<file path="config.mk">
export PLATFORM = sky130hd
export DESIGN_NAME = castle_board_top
export DESIGN_NICKNAME = d
export VERILOG_FILES = /design/src/draw_pkg.sv /design/src/board_pkg.sv /design/src/board_controller.sv /design/src/cell_drawer.sv /design/src/selector_drawer.sv /design/src/pixel_arbiter.sv /design/src/castle_board_top.sv
export SDC_FILE = /design/constraint.sdc
export NUM_CORES = 1
export LEC_CHECK = 0
export BUFFER_PORTS_ARGS = -buffer_cell sky130_fd_sc_hd__buf_2
export CAP_MARGIN = 20
export CELL_PAD_IN_SITES_DETAIL_PLACEMENT = 1
export CELL_PAD_IN_SITES_GLOBAL_PLACEMENT = 1
export CORE_MARGIN = 1.5
export CORE_UTILIZATION = 44
export DETAILED_ROUTE_END_ITERATION = 10
export MAX_ROUTING_LAYER = met4
export PLACE_DENSITY_LB_ADDON = 0.1
export SYNTH_ARGS = -nofsm -noshare
export SYNTH_HDL_FRONTEND = slang
export SYNTH_SLANG_ARGS = --single-unit
</file>
<file path="constraint.sdc">
create_clock -name clk -period 2.9 [get_ports clk]
set_input_delay 0.29 -clock clk [delete_from_list [all_inputs] [get_ports clk]]
set_output_delay 0.29 -clock clk [all_outputs]
set_load 0.005 [all_outputs]
</file>
<file path="src/draw_pkg.sv">
package draw_pkg;

	// pixel grid is 160x120
	typedef logic [7:0] x_t; // column 0..159
	typedef logic [6:0] y_t; // row 0..119

	// one bit per channel, r g b
	typedef logic [2:0] colour_t;

	localparam colour_t colour_black  = 3'b000;
	localparam colour_t colour_white  = 3'b111;
	localparam colour_t colour_blue   = 3'b001;
	localparam colour_t colour_yellow = 3'b110;
	localparam colour_t colour_red    = 3'b100; // selector outline

	// box is 26x26, offsets 0..box_last on each axis
	localparam int box_last = 25;

	// inner square window, inclusive on both ends
	localparam int inner_lo = 5;
	localparam int inner_hi = 19;

endpackage

</file>
<file path="src/board_pkg.sv">
package board_pkg;

	typedef enum logic [1:0] {
		piece_none,
		piece_blue,
		piece_yellow
	} piece_t;

	// one board square
	typedef struct packed {
		logic   shade; // 1 = white square
		piece_t piece;
	} cell_t;

	typedef logic [3:0] cell_idx_t; // 4*row + col

	typedef enum logic [1:0] {
		dir_up,
		dir_down,
		dir_left,
		dir_right
	} dir_t;

	localparam int board_dim = 4; // cells per side
	localparam int num_cells = board_dim * board_dim;

	// pixel origin of cell 0, and spacing between neighbours
	localparam int origin_x0  = 30;
	localparam int origin_y0  = 10;
	localparam int cell_pitch = 25;

	// white where row + col is odd, yellow on row 0, blue on row 3
	localparam cell_t initial_board [num_cells] = '{
		'{1'b0, piece_yellow}, '{1'b1, piece_yellow}, '{1'b0, piece_yellow}, '{1'b1, piece_yellow},
		'{1'b1, piece_none}, '{1'b0, piece_none}, '{1'b1, piece_none}, '{1'b0, piece_none},
		'{1'b0, piece_none}, '{1'b1, piece_none}, '{1'b0, piece_none}, '{1'b1, piece_none},
		'{1'b1, piece_blue}, '{1'b0, piece_blue}, '{1'b1, piece_blue}, '{1'b0, piece_blue}
	};

	// top left pixel of a cell, column from the low index bits
	function automatic draw_pkg::x_t cell_x(cell_idx_t idx);
		return draw_pkg::x_t'(origin_x0 + cell_pitch * int'(idx[1:0]));
	endfunction

	function automatic draw_pkg::y_t cell_y(cell_idx_t idx);
		return draw_pkg::y_t'(origin_y0 + cell_pitch * int'(idx[3:2])); // row bits
	endfunction

	// inner square colour, falls back to the square shade when empty
	function automatic draw_pkg::colour_t piece_colour(cell_t c);
		case (c.piece)
			piece_blue:   return draw_pkg::colour_blue;
			piece_yellow: return draw_pkg::colour_yellow;
			default:      return c.shade ? draw_pkg::colour_white : draw_pkg::colour_black;
		endcase
	endfunction

endpackage

</file>
<file path="src/board_controller.sv">
`timescale 1ns/1ns
module board_controller (
	input  logic                  clk,
	input  logic                  reset,
	input  board_pkg::cell_idx_t  selector,
	input  logic [3:0]            direction, // one-hot: up, down, left, right
	input  logic                  done_p,
	input  logic                  done_s,
	output logic                  load_p,
	output logic                  load_s,
	output logic                  sel_phase, // 0 grid, 1 selector
	output draw_pkg::x_t          start_x,
	output draw_pkg::y_t          start_y,
	output draw_pkg::colour_t     rim_colour,
	output draw_pkg::colour_t     inner_colour,
	output logic                  board_drawn
);

	typedef enum logic [2:0] {
		st_load_cell,
		st_wait_cell,
		st_load_sel,
		st_wait_sel,
		st_idle,
		st_wait_release,
		st_move
	} state_t;

	state_t               state;
	board_pkg::cell_t     cells [board_pkg::num_cells]; // board contents
	board_pkg::cell_idx_t idx; // cell being drawn
	board_pkg::cell_idx_t sel_q; // selector seen at last redraw
	board_pkg::dir_t      dir_dec;
	board_pkg::dir_t      dir_q;
	board_pkg::cell_idx_t tgt; // cell the move lands on
	logic                 tgt_ok; // target still on the board
	logic [1:0]           row;
	logic [1:0]           col;

	// more than one button (or none) counts as up
	always_comb begin
		case (direction)
			4'b0100: dir_dec = board_pkg::dir_down;
			4'b0010: dir_dec = board_pkg::dir_left;
			4'b0001: dir_dec = board_pkg::dir_right;
			default: dir_dec = board_pkg::dir_up;
		endcase
	end

	assign row = sel_q[3:2];
	assign col = sel_q[1:0];

	// neighbour in the latched direction
	always_comb begin
		tgt    = sel_q;
		tgt_ok = 1'b0;
		case (dir_q)
			board_pkg::dir_up: begin
				tgt    = sel_q - 4'd4;
				tgt_ok = (row != 2'd0);
			end
			board_pkg::dir_down: begin
				tgt    = sel_q + 4'd4;
				tgt_ok = (int'(row) < board_pkg::board_dim - 1);
			end
			board_pkg::dir_left: begin
				tgt    = sel_q - 4'd1;
				tgt_ok = (col != 2'd0);
			end
			default: begin
				tgt    = sel_q + 4'd1;
				tgt_ok = (int'(col) < board_pkg::board_dim - 1);
			end
		endcase
	end

	always_ff @(posedge clk) begin
		if (reset) begin
			state       <= st_load_cell; // reset triggers a full redraw
			cells       <= board_pkg::initial_board;
			idx         <= '0;
			sel_q       <= selector;
			dir_q       <= board_pkg::dir_up;
			load_p      <= 1'b0;
			load_s      <= 1'b0;
			sel_phase   <= 1'b0;
			board_drawn <= 1'b0;
		end else begin
			load_p      <= 1'b0; // pulses only
			load_s      <= 1'b0;
			board_drawn <= 1'b0;
			case (state)
				st_load_cell: begin
					sel_phase    <= 1'b0;
					load_p       <= 1'b1;
					start_x      <= board_pkg::cell_x(idx);
					start_y      <= board_pkg::cell_y(idx);
					rim_colour   <= cells[idx].shade ? draw_pkg::colour_white
						: draw_pkg::colour_black;
					inner_colour <= board_pkg::piece_colour(cells[idx]);
					state        <= st_wait_cell;
				end
				st_wait_cell: if (done_p) begin
					if (int'(idx) == board_pkg::num_cells - 1) begin
						state <= st_load_sel;
					end else begin
						idx   <= idx + 4'd1;
						state <= st_load_cell;
					end
				end
				st_load_sel: begin
					sel_phase <= 1'b1; // arbiter follows the selector drawer now
					load_s    <= 1'b1;
					start_x   <= board_pkg::cell_x(sel_q);
					start_y   <= board_pkg::cell_y(sel_q);
					state     <= st_wait_sel;
				end
				st_wait_sel: if (done_s) begin
					board_drawn <= 1'b1; // one cycle after done_s, matches arbiter delay
					state       <= st_idle;
				end
				st_idle: begin
					if (selector != sel_q) begin
						sel_q <= selector;
						idx   <= '0;
						state <= st_load_cell;
					end else if (|direction) begin
						dir_q <= dir_dec;
						state <= st_wait_release;
					end
				end
				st_wait_release: begin
					if (|direction)
						dir_q <= dir_dec; // keep last held pattern
					else
						state <= st_move;
				end
				st_move: begin
					// empty source or off-board target leaves the board alone
					if (tgt_ok && cells[sel_q].piece != board_pkg::piece_none) begin
						cells[tgt].piece   <= cells[sel_q].piece; // overwrites any piece there
						cells[sel_q].piece <= board_pkg::piece_none;
					end
					idx   <= '0;
					state <= st_load_cell;
				end
				default: state <= st_idle;
			endcase
		end
	end

endmodule

</file>
<file path="src/cell_drawer.sv">
`timescale 1ns/1ns
module cell_drawer (
	input  logic              clk,
	input  logic              reset,
	input  logic              load_p,
	input  draw_pkg::x_t      start_x,
	input  draw_pkg::y_t      start_y,
	input  draw_pkg::colour_t rim_colour,
	input  draw_pkg::colour_t inner_colour,
	output draw_pkg::x_t      x,
	output draw_pkg::y_t      y,
	output draw_pkg::colour_t colour,
	output logic              draw,
	output logic              done_p
);

	logic [4:0] ox; // column offset in the box
	logic [4:0] oy; // row offset
	logic       busy;
	logic       in_x;
	logic       in_y;

	// raster scan, row by row, one pixel per cycle
	always_ff @(posedge clk) begin
		if (reset) begin
			busy   <= 1'b0;
			done_p <= 1'b0;
			ox     <= '0;
			oy     <= '0;
		end else begin
			done_p <= 1'b0;
			if (load_p) begin
				busy <= 1'b1;
				ox   <= '0;
				oy   <= '0;
			end else if (busy) begin
				if (ox == 5'(draw_pkg::box_last)) begin
					ox <= '0; // wrap to next row
					if (oy == 5'(draw_pkg::box_last)) begin
						busy   <= 1'b0; // 676th pixel just went out
						done_p <= 1'b1;
					end else begin
						oy <= oy + 5'd1;
					end
				end else begin
					ox <= ox + 5'd1;
				end
			end
		end
	end

	// inner square window on both axes
	assign in_x = (ox >= 5'(draw_pkg::inner_lo)) && (ox <= 5'(draw_pkg::inner_hi));
	assign in_y = (oy >= 5'(draw_pkg::inner_lo)) && (oy <= 5'(draw_pkg::inner_hi));

	assign x      = start_x + draw_pkg::x_t'(ox);
	assign y      = start_y + draw_pkg::y_t'(oy);
	assign colour = (in_x && in_y) ? inner_colour : rim_colour;
	assign draw   = busy;

endmodule

</file>
<file path="src/selector_drawer.sv">
`timescale 1ns/1ns
module selector_drawer (
	input  logic              clk,
	input  logic              reset,
	input  logic              load_s,
	input  draw_pkg::x_t      start_x,
	input  draw_pkg::y_t      start_y,
	output draw_pkg::x_t      x,
	output draw_pkg::y_t      y,
	output draw_pkg::colour_t colour,
	output logic              draw,
	output logic              done_s
);

	typedef enum logic [2:0] {
		edge_idle,
		edge_top,
		edge_right,
		edge_bottom,
		edge_left
	} edge_t;

	edge_t      state;
	logic [4:0] step; // position along current edge, 0..24
	logic [4:0] ox;
	logic [4:0] oy;
	logic       edge_end;

	assign edge_end = (step == 5'(draw_pkg::box_last - 1));

	// clockwise from the top left corner, corners drawn once each
	always_ff @(posedge clk) begin
		if (reset) begin
			state  <= edge_idle;
			step   <= '0;
			ox     <= '0;
			oy     <= '0;
			done_s <= 1'b0;
		end else begin
			done_s <= 1'b0;
			if (load_s) begin
				state <= edge_top;
				step  <= '0;
				ox    <= '0;
				oy    <= '0;
			end else if (state != edge_idle) begin
				step <= edge_end ? 5'd0 : step + 5'd1;
				case (state)
					edge_top:    ox <= ox + 5'd1; // heading right
					edge_right:  oy <= oy + 5'd1; // heading down
					edge_bottom: ox <= ox - 5'd1;
					default:     oy <= oy - 5'd1; // back up the left side
				endcase
				if (edge_end) begin
					case (state)
						edge_top:    state <= edge_right;
						edge_right:  state <= edge_bottom;
						edge_bottom: state <= edge_left;
						default: begin
							state  <= edge_idle; // 100 pixels out
							done_s <= 1'b1;
						end
					endcase
				end
			end
		end
	end

	assign x      = start_x + draw_pkg::x_t'(ox);
	assign y      = start_y + draw_pkg::y_t'(oy);
	assign colour = draw_pkg::colour_red;
	assign draw   = (state != edge_idle);

endmodule

</file>
<file path="src/pixel_arbiter.sv">
`timescale 1ns/1ns
module pixel_arbiter (
	input  logic              clk,
	input  logic              reset,
	input  logic              sel_phase, // 1 picks the selector drawer
	input  draw_pkg::x_t      grid_x,
	input  draw_pkg::y_t      grid_y,
	input  draw_pkg::colour_t grid_colour,
	input  logic              grid_draw,
	input  draw_pkg::x_t      sel_x,
	input  draw_pkg::y_t      sel_y,
	input  draw_pkg::colour_t sel_colour,
	input  logic              sel_draw,
	output draw_pkg::x_t      pix_x,
	output draw_pkg::y_t      pix_y,
	output draw_pkg::colour_t pix_colour,
	output logic              plot
);

	// pixel payload, only meaningful alongside plot
	always_ff @(posedge clk) begin
		pix_x      <= sel_phase ? sel_x : grid_x;
		pix_y      <= sel_phase ? sel_y : grid_y;
		pix_colour <= sel_phase ? sel_colour : grid_colour;
	end

	always_ff @(posedge clk) begin
		if (reset)
			plot <= 1'b0;
		else
			plot <= sel_phase ? sel_draw : grid_draw; // strobe from active drawer only
	end

endmodule

</file>
<file path="src/castle_board_top.sv">
`timescale 1ns/1ns
module castle_board_top (
	input  logic                 clk,
	input  logic                 reset,
	input  board_pkg::cell_idx_t selector,
	input  logic [3:0]           direction,
	output draw_pkg::x_t         pix_x,
	output draw_pkg::y_t         pix_y,
	output draw_pkg::colour_t    pix_colour,
	output logic                 plot,
	output logic                 board_drawn
);

	logic              load_p, load_s, done_p, done_s, sel_phase;
	draw_pkg::x_t      start_x, grid_x, sel_x;
	draw_pkg::y_t      start_y, grid_y, sel_y;
	draw_pkg::colour_t rim_colour, inner_colour, grid_colour, sel_colour;
	logic              grid_draw, sel_draw;

	board_controller u_ctrl (
		.clk, .reset, .selector, .direction, .done_p, .done_s,
		.load_p, .load_s, .sel_phase, .start_x, .start_y,
		.rim_colour, .inner_colour, .board_drawn
	);

	// both drawers share the controller's start point
	cell_drawer u_cell (
		.clk, .reset, .load_p, .start_x, .start_y, .rim_colour, .inner_colour,
		.x(grid_x), .y(grid_y), .colour(grid_colour), .draw(grid_draw), .done_p
	);

	selector_drawer u_sel (
		.clk, .reset, .load_s, .start_x, .start_y,
		.x(sel_x), .y(sel_y), .colour(sel_colour), .draw(sel_draw), .done_s
	);

	pixel_arbiter u_arb (
		.clk, .reset, .sel_phase,
		.grid_x, .grid_y, .grid_colour, .grid_draw,
		.sel_x, .sel_y, .sel_colour, .sel_draw,
		.pix_x, .pix_y, .pix_colour, .plot
	);

endmodule

</file>
# Yosys cells after proc, flatten, opt, wreduce, memory -nomap -nowiden

Index checks and enable logic that the tools add are counted.

Multipliers: 4
Divide/modulo/power cells: 0
Add/subtract/negate cells: 20
$lt $le $gt $ge: 11
Eq/ne operators: 28
Muxes and demuxes: 58
Bitwise gates (word level): 11
Shift-type cells: 0
Reductions and logical operators: 40

Operators with widths:

| operator                                                 | count |
|---|---|
| bitwise mux 48 bit                                       | 2 |
| multiplier 5 x 2 -> 7 bit, first input constant          | 4 |
| 2-to-1 mux 3 bit                                         | 9 |
| adder 5 x 1 -> 5 bit, second input constant              | 5 |
| binary-select mux 3 bit (select 4 bit)                   | 2 |
| demux 3 bit (select 4 bit)                               | 2 |
| 2-to-1 mux 4 bit                                         | 6 |
| case mux 4 bit (3 select lines)                          | 2 |
| case mux 3 bit (7 select lines)                          | 1 |
| case mux 5 bit (2 select lines)                          | 2 |
| nonzero test 2 bit                                       | 10 |
| AND reduction 2 bit                                      | 9 |
| adder 6 x 8 -> 8 bit, first input constant               | 2 |
| adder 8 x 5 -> 8 bit                                     | 2 |
| case mux 8 bit (2 select lines)                          | 1 |
| == test 5 bit, second input constant                     | 3 |
| greater-or-equal comparator 5 bit, second input constant | 3 |
| inverter 4 -> 5 bit                                      | 3 |
| adder 5 x 7 -> 7 bit, first input constant               | 2 |
| adder 7 x 5 -> 7 bit                                     | 2 |
| 2-to-1 mux 2 bit                                         | 7 |
| case mux 7 bit (2 select lines)                          | 1 |
| 2-to-1 mux 1 bit                                         | 13 |
| == test 3 x 2 -> 1 bit, second input constant            | 4 |
| 39 further kinds                                         | 75 |

Bits in latches: 0
ROM bits: 0
Register bits after elaboration: 136
Logic and storage cells: 230
Memories: 0
Memory bits (writable): 0
Output and inout port bits: 20

# Depth between registers and ports, before layout

Gate-level depths: netlist of the first run.

Depth in word-level cells: 9
Mapped depth: 12
Mapped depth without buffers: 11

# Cells and area by module

A second synthesis of the first run with hierarchy kept.

Cells, all modules: 820
Area, all modules: 7,459.7 um^2

Modules (own cells, without submodules):

| module           | cells each | seq. area each (um^2) | instances | area each (um^2) |
|---|---|---|---|---|
| board_controller | 436        | 1,501.4               | 1         | 4,045.1 |
| selector_drawer  | 192        | 380.4                 | 1         | 1,547.7 |
| cell_drawer      | 151        | 240.2                 | 1         | 1,204.9 |
| pixel_arbiter    | 41         | 380.4                 | 1         | 661.9 |

# Worst setup path before layout of the first run

OpenSTA, ideal clock, no wires.

Kind: register -> register
From: reg u_ctrl.idx[0]
To: reg u_ctrl.inner_colour[1] (data pin)
Period minus slack after synthesis: 3.007 ns
Buffers on the path: 2
Library setup time: 0.254 ns
Data arrival time: 2.752 ns
Path slack: -0.107 ns
Cell stages (with the launch flop): 9
Cell sequence: dfxtp_1 > clkbuf_1 > buf_1 > mux4_2 > mux4_2 > ha_1 > inv_1 > or2_2 > o21a_1

Cells in the longest elaborated chain, start to end: 6
Elaborated cells between the ends (all ways): 8

Ends and longest elaborated chain:

| element                                                 | RTL line                | text |
|---|---|---|
| from (decl)                                             | board_controller.sv:31  | `board_pkg::cell_idx_t idx;` |
| from (signal assigned)                                  | board_controller.sv:107 | `idx <= idx + 4'd1;` |
| inverter 4 -> 5 bit (implied by the code) (*)           | board_controller.sv:100 | `inner_colour <= board_pkg::piece_colour(cells[idx]);` |
| binary-select mux 3 bit (select 4 bit) (*)              | board_controller.sv:100 |  |
| 2-to-1 mux 3 bit (implied by the code) (*) (2 in a row) | board_controller.sv:100 |  |
| == test 2 bit, or another cell as far along             | board_pkg.sv:51         | `case (c.piece)` |
| case mux 3 bit (2 select lines) (*)                     | board_pkg.sv:51         |  |
| to (signal assigned)                                    | board_controller.sv:100 |  |
| to (decl)                                               | board_controller.sv:15  | `output draw_pkg::colour_t inner_colour,` |

Every way passes the cells marked *; elsewhere a longest branch is shown, timed or not. The select of a mux whose other input is x is not followed.
A chain may end at the register's enable or synchronous reset.

# Worst setup path in the final report of the first run

From: reg u_ctrl.sel_q[1]
To: reg u_ctrl.cells[3] (netlist name)

Cells in the longest elaborated chain, start to end: 9
Elaborated cells between the ends (all ways): 28

Ends and longest elaborated chain:

| element                                                                                                       | RTL line                | text |
|---|---|---|
| from (decl)                                                                                                   | board_controller.sv:32  | `board_pkg::cell_idx_t sel_q;` |
| from (signal assigned)                                                                                        | board_controller.sv:82  | `sel_q <= selector;` |
| from (signal assigned)                                                                                        | board_controller.sv:124 | `sel_q <= selector;` |
| adder 4 x 1 -> 4 bit, or another cell as far along                                                            | board_controller.sv:71  | `tgt = sel_q + 4'd1;` |
| case mux 4 bit (3 select lines)                                                                               | board_controller.sv:57  | `case (dir_q)` |
| inverter 4 -> 5 bit (implied by the code)                                                                     | board_controller.sv:141 | `cells[tgt].piece <= cells[sel_q].piece;` |
| greater-or-equal comparator 5 bit (implied by the code) / < comparator 5 x 1 -> 1 bit (equally long branches) | board_controller.sv:141 |  |
| logical AND 1 bit (implied by the code)                                                                       | board_controller.sv:141 |  |
| 2-to-1 mux 2 bit (implied by the code)                                                                        | board_controller.sv:141 |  |
| demux 3 bit (select 4 bit)                                                                                    | board_controller.sv:141 |  |
| bitwise mux 48 bit                                                                                            | board_controller.sv:141 |  |
| bitwise mux 48 bit                                                                                            | board_controller.sv:142 | `cells[sel_q].piece <= board_pkg::piece_none;` |
| to (signal assigned)                                                                                          | board_controller.sv:80  | `cells <= board_pkg::initial_board;` |
| to (decl)                                                                                                     | board_controller.sv:30  | `board_pkg::cell_t cells [board_pkg::num_cells];` |

Several ways; a longest one is shown, not always the timed one. The select of a mux whose other input is x is not followed.

==> metrics.csv, run 1 <==
metric,value,unit
critical path type,reg -> reg,
Flop pwr share,0.438,
DRT Pass-1 Iters,4,
CP Max Fanout,6,
total of warnings raised by yosys,0,
Die Y,125,um
RSZ-0062 raised after global routing,false,
# IOs,30,
H-tree levels,4,
Overall Power,3.84,mW
CP cell instances,inv_1 > xnor2_1 > ha_1 > or3_1 > nand3_1 > xnor2_1 > nand3_1 > a21o_1 > a221o_1,
"Buf+Inv Stages, Crit Path",1,
diode count,0,
Internal,2.93,mW
first-pass GRT wire length,29200,um
initial antenna violation count,0,
Die Area,15700,um^2
register clock-pin slew on the reported worst setup and hold paths,0.05,ns
Initial Utilization,0.451,
Tcrit/Tclk final,0.938,
Tmin final,2.72,ns
sequential share of the synthesized area,0.385,
initial drt markers,269,
Skew-Pair Late Insertion Delay,0.42,ns
pwr/cell area,505,nW/um^2
Worst Path Arrival,3.02,ns
final core occ,0.521,
Total GRT Usage,0.245,
vias in the first global route,5468,
Die X,125,um
row cnt,44,
Slew @ Worst Pin,0.859,ns
endpoint class of the critical path,flop,
Hold Crit Depth,1,
CP startpoint kind,flop,
Clock Root Buffer,clkbuf_16,
"FF+latch count, synth",116,
NetSw,0.907,mW
overflow left after global routing,0,
"delay-heaviest family, CP",simple AND/OR/NAND/NOR gates,
Logic pwr share,0.065,
setup_tns,0,ns
final slew viol count,0,
leakage,2.93,nW
largest net degree at the start of global routing,33,
Worst R2R Path Depth,9,
Net Sw Frac,0.236,
Final Setup Violations,0,
status,completed,
wire per inst,19.0,um
CP peak stage delay,0.48,ns
placed insts,900,
post-layout instance count excluding filler cells,932,
WP data required,3.20,ns
Core ar.,14600,um^2
clock skew,0.0108,ns
Post-Syn Nets,743,
total routed wirelength,17700,um
"commonest non-fill, non-tap cell in the layout",dfxtp_1,
Post-synth EDFFs,21,
Main synth FF type,dfxtp_1,
r2r setup slk,0.18,ns
VDD IR-drop max,0.407,mV
fraction of registers with async set/reset,0,
mapped cell area,6580,um^2
Num CTS Buffers,17,
Area Growth Syn to Fin,15.6,%
via count,5259,
hold_sp,selector[3],
layout cell share with drive strength beyond 1,0.184,
Maximum Capacitance Violations,0,
Max Freq,368,MHz
DP HPWL,13700,um
area of the multi-input gates,3690,um^2
Layout fillers,1645,
Clock power frac,0.496,
Cells after Synth,690,
Detail Route Antenna Nets,0,
CTS Sinks,116,
post-CTS setup buffers,0,
DRC viols,0,
CTS tree,done,
via/cell ratio,5.64,
register area,2530,um^2
CTS max path bufs,2,
Synth cell types,65,
syn_area_per_cell,9.54,um^2
WHS Endpoint,u_ctrl.sel_q[3],
RR Endpoint,u_ctrl.cells[3],
slowest cell on the critical path,edfxtp_1,
most frequent cells in the layout,"94 x dfxtp_1, 68 x nand2_1, 56 x nor2_1",
Final #Nets,788,
hold crit path type,in -> reg,
Buffers on Ports,29,
gpl congestion,0.880,
final hold violations,0,
Slew HR,0.423,
FF-to-FF Start,u_ctrl.sel_q[1],
cell usage after synthesis, types with 4 or more instances:
master    instances  area share
dfxtp_1          95        0.29
nor2_1           56       0.032
nor3b_1           4      0.0046
clkbuf_1         23       0.013
o32ai_1          16       0.021
nand2b_1          7      0.0067
nand3_1          21       0.016
o21a_1            7      0.0080
nor3_1           12      0.0091
and2_1            6      0.0057
xor2_1           23       0.031
a32o_1            4      0.0061
xnor2_1          26       0.035
a21o_1           11       0.013
a21oi_1          40       0.030
a211oi_1          5      0.0057
o21ai_0          20       0.015
mux2i_1          14       0.021
or3_1             5      0.0048
edfxtp_1         21       0.096
fa_1              4       0.012
clkinv_1          4      0.0023
buf_2             6      0.0046
nor4_1            5      0.0048
o211ai_1          4      0.0046
inv_1            45       0.026
mux2_2            8       0.014
ha_1             39       0.074
buf_6             4      0.0068
a221o_1           4      0.0061
mux4_2           16       0.055
nand2_1          68       0.039
nor2b_1           7      0.0067
nand4_1          13       0.012
stage by stage:
step | hold slack [ns] | cell area, um^2 | setup slack [ns]
final | 0.0651 | 7600 | 0.180
after global routing | 0.0553 | 7600 | 0.0184
after CTS | 0.0474 | 7580 | 0.0716
after detailed placement | 0.455 | 7040 | 0.0735
after global placement | 0.436 | 7040 | 0.168
after floorplan | 0.389 | 6580 | 0.0577
registers in the layout (all words and copies together) (netlist names), 2 cells and up:
name and flops:
u_cell.ox 5, u_ctrl.start_x 7, u_cell.oy 5, u_sel.step 5, u_arb.pix_y 7, u_arb.pix_x 8, u_ctrl.idx 4, u_sel.state 3
u_ctrl.state 3, u_ctrl.dir_q 2, u_arb.pix_colour 3, u_ctrl.sel_q 4, u_sel.oy 5, u_ctrl.inner_colour 2, u_ctrl.cells 32, u_ctrl.start_y 7
u_sel.ox 5
repair_timing:
action | CTS | global route
gates resized for setup | 0 | 5
hold buffers | 0 | 0
endpoints found under the setup margin | 0 | 20
routing by layer:
metal / vias up / GRT usage / share of wire
met2: 92 / 0.405 / 0.49
li1: 2546 / - / -
met1: 2593 / 0.303 / 0.46
met5: - / - / 0
met3: 28 / 0.0496 / 0.032
met4: 0 / 0.0755 / 0.016
cells by family after synthesis:
kind of cell / Yosys count / synth area share
fa+ha+maj: 43 / 0.0863
flops: 116 / 0.385
compound gates: 135 / 0.141
simple gates: 217 / 0.160
mux: 41 / 0.102
buf+inv: 88 / 0.0589
xor+xnor: 50 / 0.0677
power by group through the flow:
stage	combinational [mW]	sequential [mW]	clock [mW]
floorplan	0.166	1.71	0
global placement	0.238	1.72	0
detailed placement	0.248	1.72	0
CTS	0.250	1.68	1.95
global route	0.275	1.69	2.02
finish	0.251	1.68	1.91
worst max path at each step:
stage                                   to  slack, ns  cells past startpoint       startpoint
floorplan                 u_ctrl.cells[40]       0.06                     12  u_ctrl.sel_q[1]
global placement    u_ctrl.inner_colour[1]       0.17                      6    u_ctrl.idx[0]
detailed placement  u_ctrl.inner_colour[0]       0.07                      6    u_ctrl.idx[0]
CTS                 u_ctrl.inner_colour[1]       0.07                      6    u_ctrl.idx[0]
global route              u_ctrl.cells[33]       0.02                     10  u_ctrl.sel_q[1]
finish                     u_ctrl.cells[3]       0.18                      9  u_ctrl.sel_q[1]
area by class of cell:
class | instances | area share
clock buffers | 22 | 0.0638
clock inverters | 10 | 0.00724
inverters | 49 | 0.0242
multi-input cells | 486 | 0.485
flip-flops and latches | 116 | 0.333
well taps | 184 | 0.0303
repair buffers | 65 | 0.0563
(Power assumes the default switching activity.)
==> run 2, diff against run 1 <==
--- a/config.mk
+++ b/config.mk
@@ -5,12 +5,13 @@
 export SDC_FILE = /design/constraint.sdc
 export NUM_CORES = 1
 export LEC_CHECK = 0
+export ABC_AREA = 1
 export BUFFER_PORTS_ARGS = -buffer_cell sky130_fd_sc_hd__buf_2
 export CAP_MARGIN = 20
 export CELL_PAD_IN_SITES_DETAIL_PLACEMENT = 1
 export CELL_PAD_IN_SITES_GLOBAL_PLACEMENT = 1
 export CORE_MARGIN = 1.5
-export CORE_UTILIZATION = 44
+export CORE_UTILIZATION = 41
 export DETAILED_ROUTE_END_ITERATION = 10
 export MAX_ROUTING_LAYER = met4
 export PLACE_DENSITY_LB_ADDON = 0.1
==> run 2 against run 1 <==
Compared with the run above:
- sequential share of layout area is 0.23 points lower
- sequential power rose by 30%
- count of clock-buffer cells in the layout down 3
- largest power group is now registers
- critical endpoint is now u_arb.pix_x[7]
- highest routed layer unchanged
==> metrics.csv, run 2 <==
metric,value,unit,change
overflow left after global routing,0,,unchanged
Tcrit/Tclk final,0.864,,-0.0737
initial antenna violation count,0,,unchanged
placed insts,1158,,+29%
Die Y,131,um,+4.6%
Post-Syn Nets,986,,+33%
first-pass GRT wire length,33600,um,+15%
clock skew,0.00648,ns,-0.00430 ns
Die X,131,um,+4.6%
hold_sp,selector[0],,
most frequent cells after synthesis,"200 x nand2_1, 115 x inv_1, 95 x dfxtp_1",,
most frequent cell after synthesis,nand2_1,,
leakage,3.39,nW,+16%
sequential share of the synthesized area,0.377,,-0.00817
post-cts sizing count,0,,unchanged
CTS Sinks,116,,unchanged
RSZ-0062 raised after global routing,false,,
post-layout instance count excluding filler cells,1190,,+28%
Synth Area in Simple Gates,0.283,,+0.124
Tmin final,2.51,ns,-0.214 ns
initial drt markers,330,,+23%
via/cell ratio,5.41,,-4.1%
fraction of registers with async set/reset,0,,unchanged
"FF+latch count, synth",116,,unchanged
WHS Endpoint,u_ctrl.sel_q[0],,
critical path type,reg -> reg,,
DRC viols,0,,unchanged
Synth cell types,41,,-37%
Layout fillers,2057,,+25%
layout cell share with drive strength beyond 1,0.0965,,-0.0880
via count,6442,,+22%
vias in the first global route,6715,,+23%
largest family of logic cells by synthesized area,simple AND/OR/NAND/NOR gates,,
syn_area_per_cell,7.21,um^2,-24%
FF-to-FF Start,u_ctrl.sel_phase,,
largest registers,"u_ctrl.cells x32, u_arb.pix_x x8",,
Die Area,17200,um^2,+9.4%
hold crit path type,in -> reg,,
largest net degree at the start of global routing,47,,+42%
post-synthesis adder-cell area fraction,0.0845,,-0.00183
Skew-Pair Late Insertion Delay,0.42,ns,about the same
wire per inst,17.4,um,-8.5%
DP HPWL,15500,um,+13%
Detail Route Antenna Nets,0,,unchanged
final hold violations,0,,unchanged
Main synth FF type,dfxtp_1,,
hold_buf cts,0,,unchanged
DRT Pass-1 Iters,5,,+1
r2r setup slk,0.39,ns,+0.21 ns
row cnt,46,,+4.5%
CTS tree,done,,
register area,2530,um^2,about the same
Synth Area in Compound Gates,0.130,,-0.0110
Slew @ Worst Pin,0.769,ns,-0.0899 ns
gpl congestion,0.872,,-0.83%
H-tree levels,4,,unchanged
total of warnings raised by yosys,0,,unchanged
largest reg by FF count,u_ctrl.cells,,
share of the synthesized area in the top cell type,0.283,,-0.00613
Core ar.,15900,um^2,+9.3%
# IOs,30,,unchanged
most frequent cells in the layout,"200 x nand2_1, 115 x inv_1, 95 x dfxtp_1",,
Cells after Synth,933,,+35%
Total GRT Usage,0.265,,+0.0196
pwr/cell area,803,nW/um^2,+59%
WP data required,3.21,ns,about the same
final core occ,0.480,,-0.0411
Area Growth Syn to Fin,13.8,%,
Final #Nets,1014,,+29%
Initial Utilization,0.422,,-0.0294
mapped cell area,6720,um^2,+2.2%
Hold Crit Depth,1,,unchanged
CP Launch Point,u_ctrl.sel_phase,,
VDD IR-drop max,0.445,mV,+9.4%
CP Max Fanout,24,,+18
Num CTS Buffers,17,,unchanged
Post-synth EDFFs,21,,unchanged
status,completed,,
Slew HR,0.487,,+0.0640
RR Endpoint,u_arb.pix_x[7],,
diode count,0,,unchanged
final slew viol count,0,,unchanged
Clock Root Buffer,clkbuf_16,,
Yosys top cell by area,dfxtp_1,,
area of the multi-input gates,3570,um^2,-3.2%
Final Setup Violations,0,,unchanged
Maximum Capacitance Violations,0,,unchanged
xor/xnor share of the synthesized area,0.0326,,-0.0351
post-CTS setup buffers,0,,unchanged
"commonest non-fill, non-tap cell in the layout",nand2_1,,
setup_tns,0,ns,unchanged
Buffers on Ports,29,,unchanged
register clock-pin slew on the reported worst setup and hold paths,0.06,ns,about the same
CP startpoint kind,flop,,
total routed wirelength,20700,um,+17%
top post-synthesis cells by area,"dfxtp_1 28%, nand2_1 11%, edfxtp_1 9.4%",,
mux contribution to synthesized area,0,,-0.102
endpoint class of the critical path,flop,,
max reg flops,32,,unchanged
Max Freq,399,MHz,+8.5%
Worst Path Arrival,2.82,ns,-0.20 ns
Worst R2R Path Depth,10,,+1
CTS max path bufs,2,,unchanged
-- run 2: cell count changes after synthesis, sizes merged, moves of 14 or more --
cell,change
a21oi,+38
inv,+78
mux2i,-14
mux4,-19
nand2,+139
nand3,+67
nand4,+21
o21ai,+45
o32ai,-16
xnor2,-18
-- run 2: power by group --
group,switching (mW),total [mW],internal [mW],leakage (nW)
registers,0.208,2.19,1.99,0.971
logic,1.28,1.91,0.628,2.15
clock network,0.807,2.04,1.24,0.275
-- run 2: worst max path at each step --
stage / to / slack [ns] / cells after the start
final: u_arb.pix_x[7] / 0.39 / 10
after global placement: u_arb.pix_y[6] / 0.47 / 9
after floorplan: u_ctrl.start_x[0] / 0.82 / 3
after detailed placement: u_arb.pix_y[6] / 0.40 / 9
after global routing: u_arb.pix_x[7] / 0.17 / 10
after CTS: u_arb.pix_y[6] / 0.38 / 9
-- run 2: per-stage QoR --
step	total power, mW	hold slack [ns]	setup WS [ns]	area (um^2)
floorplan	3.50	0.389	0.823	6720
global placement	4.01	0.442	0.467	7080
detailed placement	4.12	0.446	0.398	7080
CTS	6.18	0.0651	0.377	7650
global route	6.55	0.0690	0.172	7650
finish	6.14	0.0734	0.394	7650
-- run 2: area by class of cell --
type	instances	share of cell area
Clock buffer	19	0.0593
Clock inverter	13	0.0162
Inverter	127	0.0623
Multi-Input combinational cell	661	0.467
Sequential cell	116	0.331
Tap cell	216	0.0353
Timing Repair Buffer	38	0.0294
-- run 2: worst max-delay path, cell delays in order, from the launching register on --
cell and delay [ns]:
dfxtp_1 0.77, nand2_1 0.11, o21ai_0 0.25, inv_1 0.13, ha_1 0.31, nand3_1 0.07
nand2_1 0.11, a21oi_1 0.08, o21ai_0 0.28, nand3_1 0.14, xnor2_1 0.14
-- run 2: cells by family (layout without fill, tap and decap cells) --
group                    after synthesis  in the layout
AND/OR/NAND/NOR                      428            428
AO/OA/AOI/OAI                        165            165
buffers and inverters                156            197
flip-flops                           116            116
adder cells (fa/ha/maj)               43             43
XOR/XNOR                              25             25
-- run 2: metal layers --
metal  vias to the layer above  GRT usage  share of wire  routed length, um
li1                       3158          -              -                  -
met1                      3153      0.300           0.43               8990
met2                        95      0.465           0.51              10600
met3                        36     0.0483          0.026                543
met4                         0     0.0970          0.029                594
met5                         -          -              0                  0
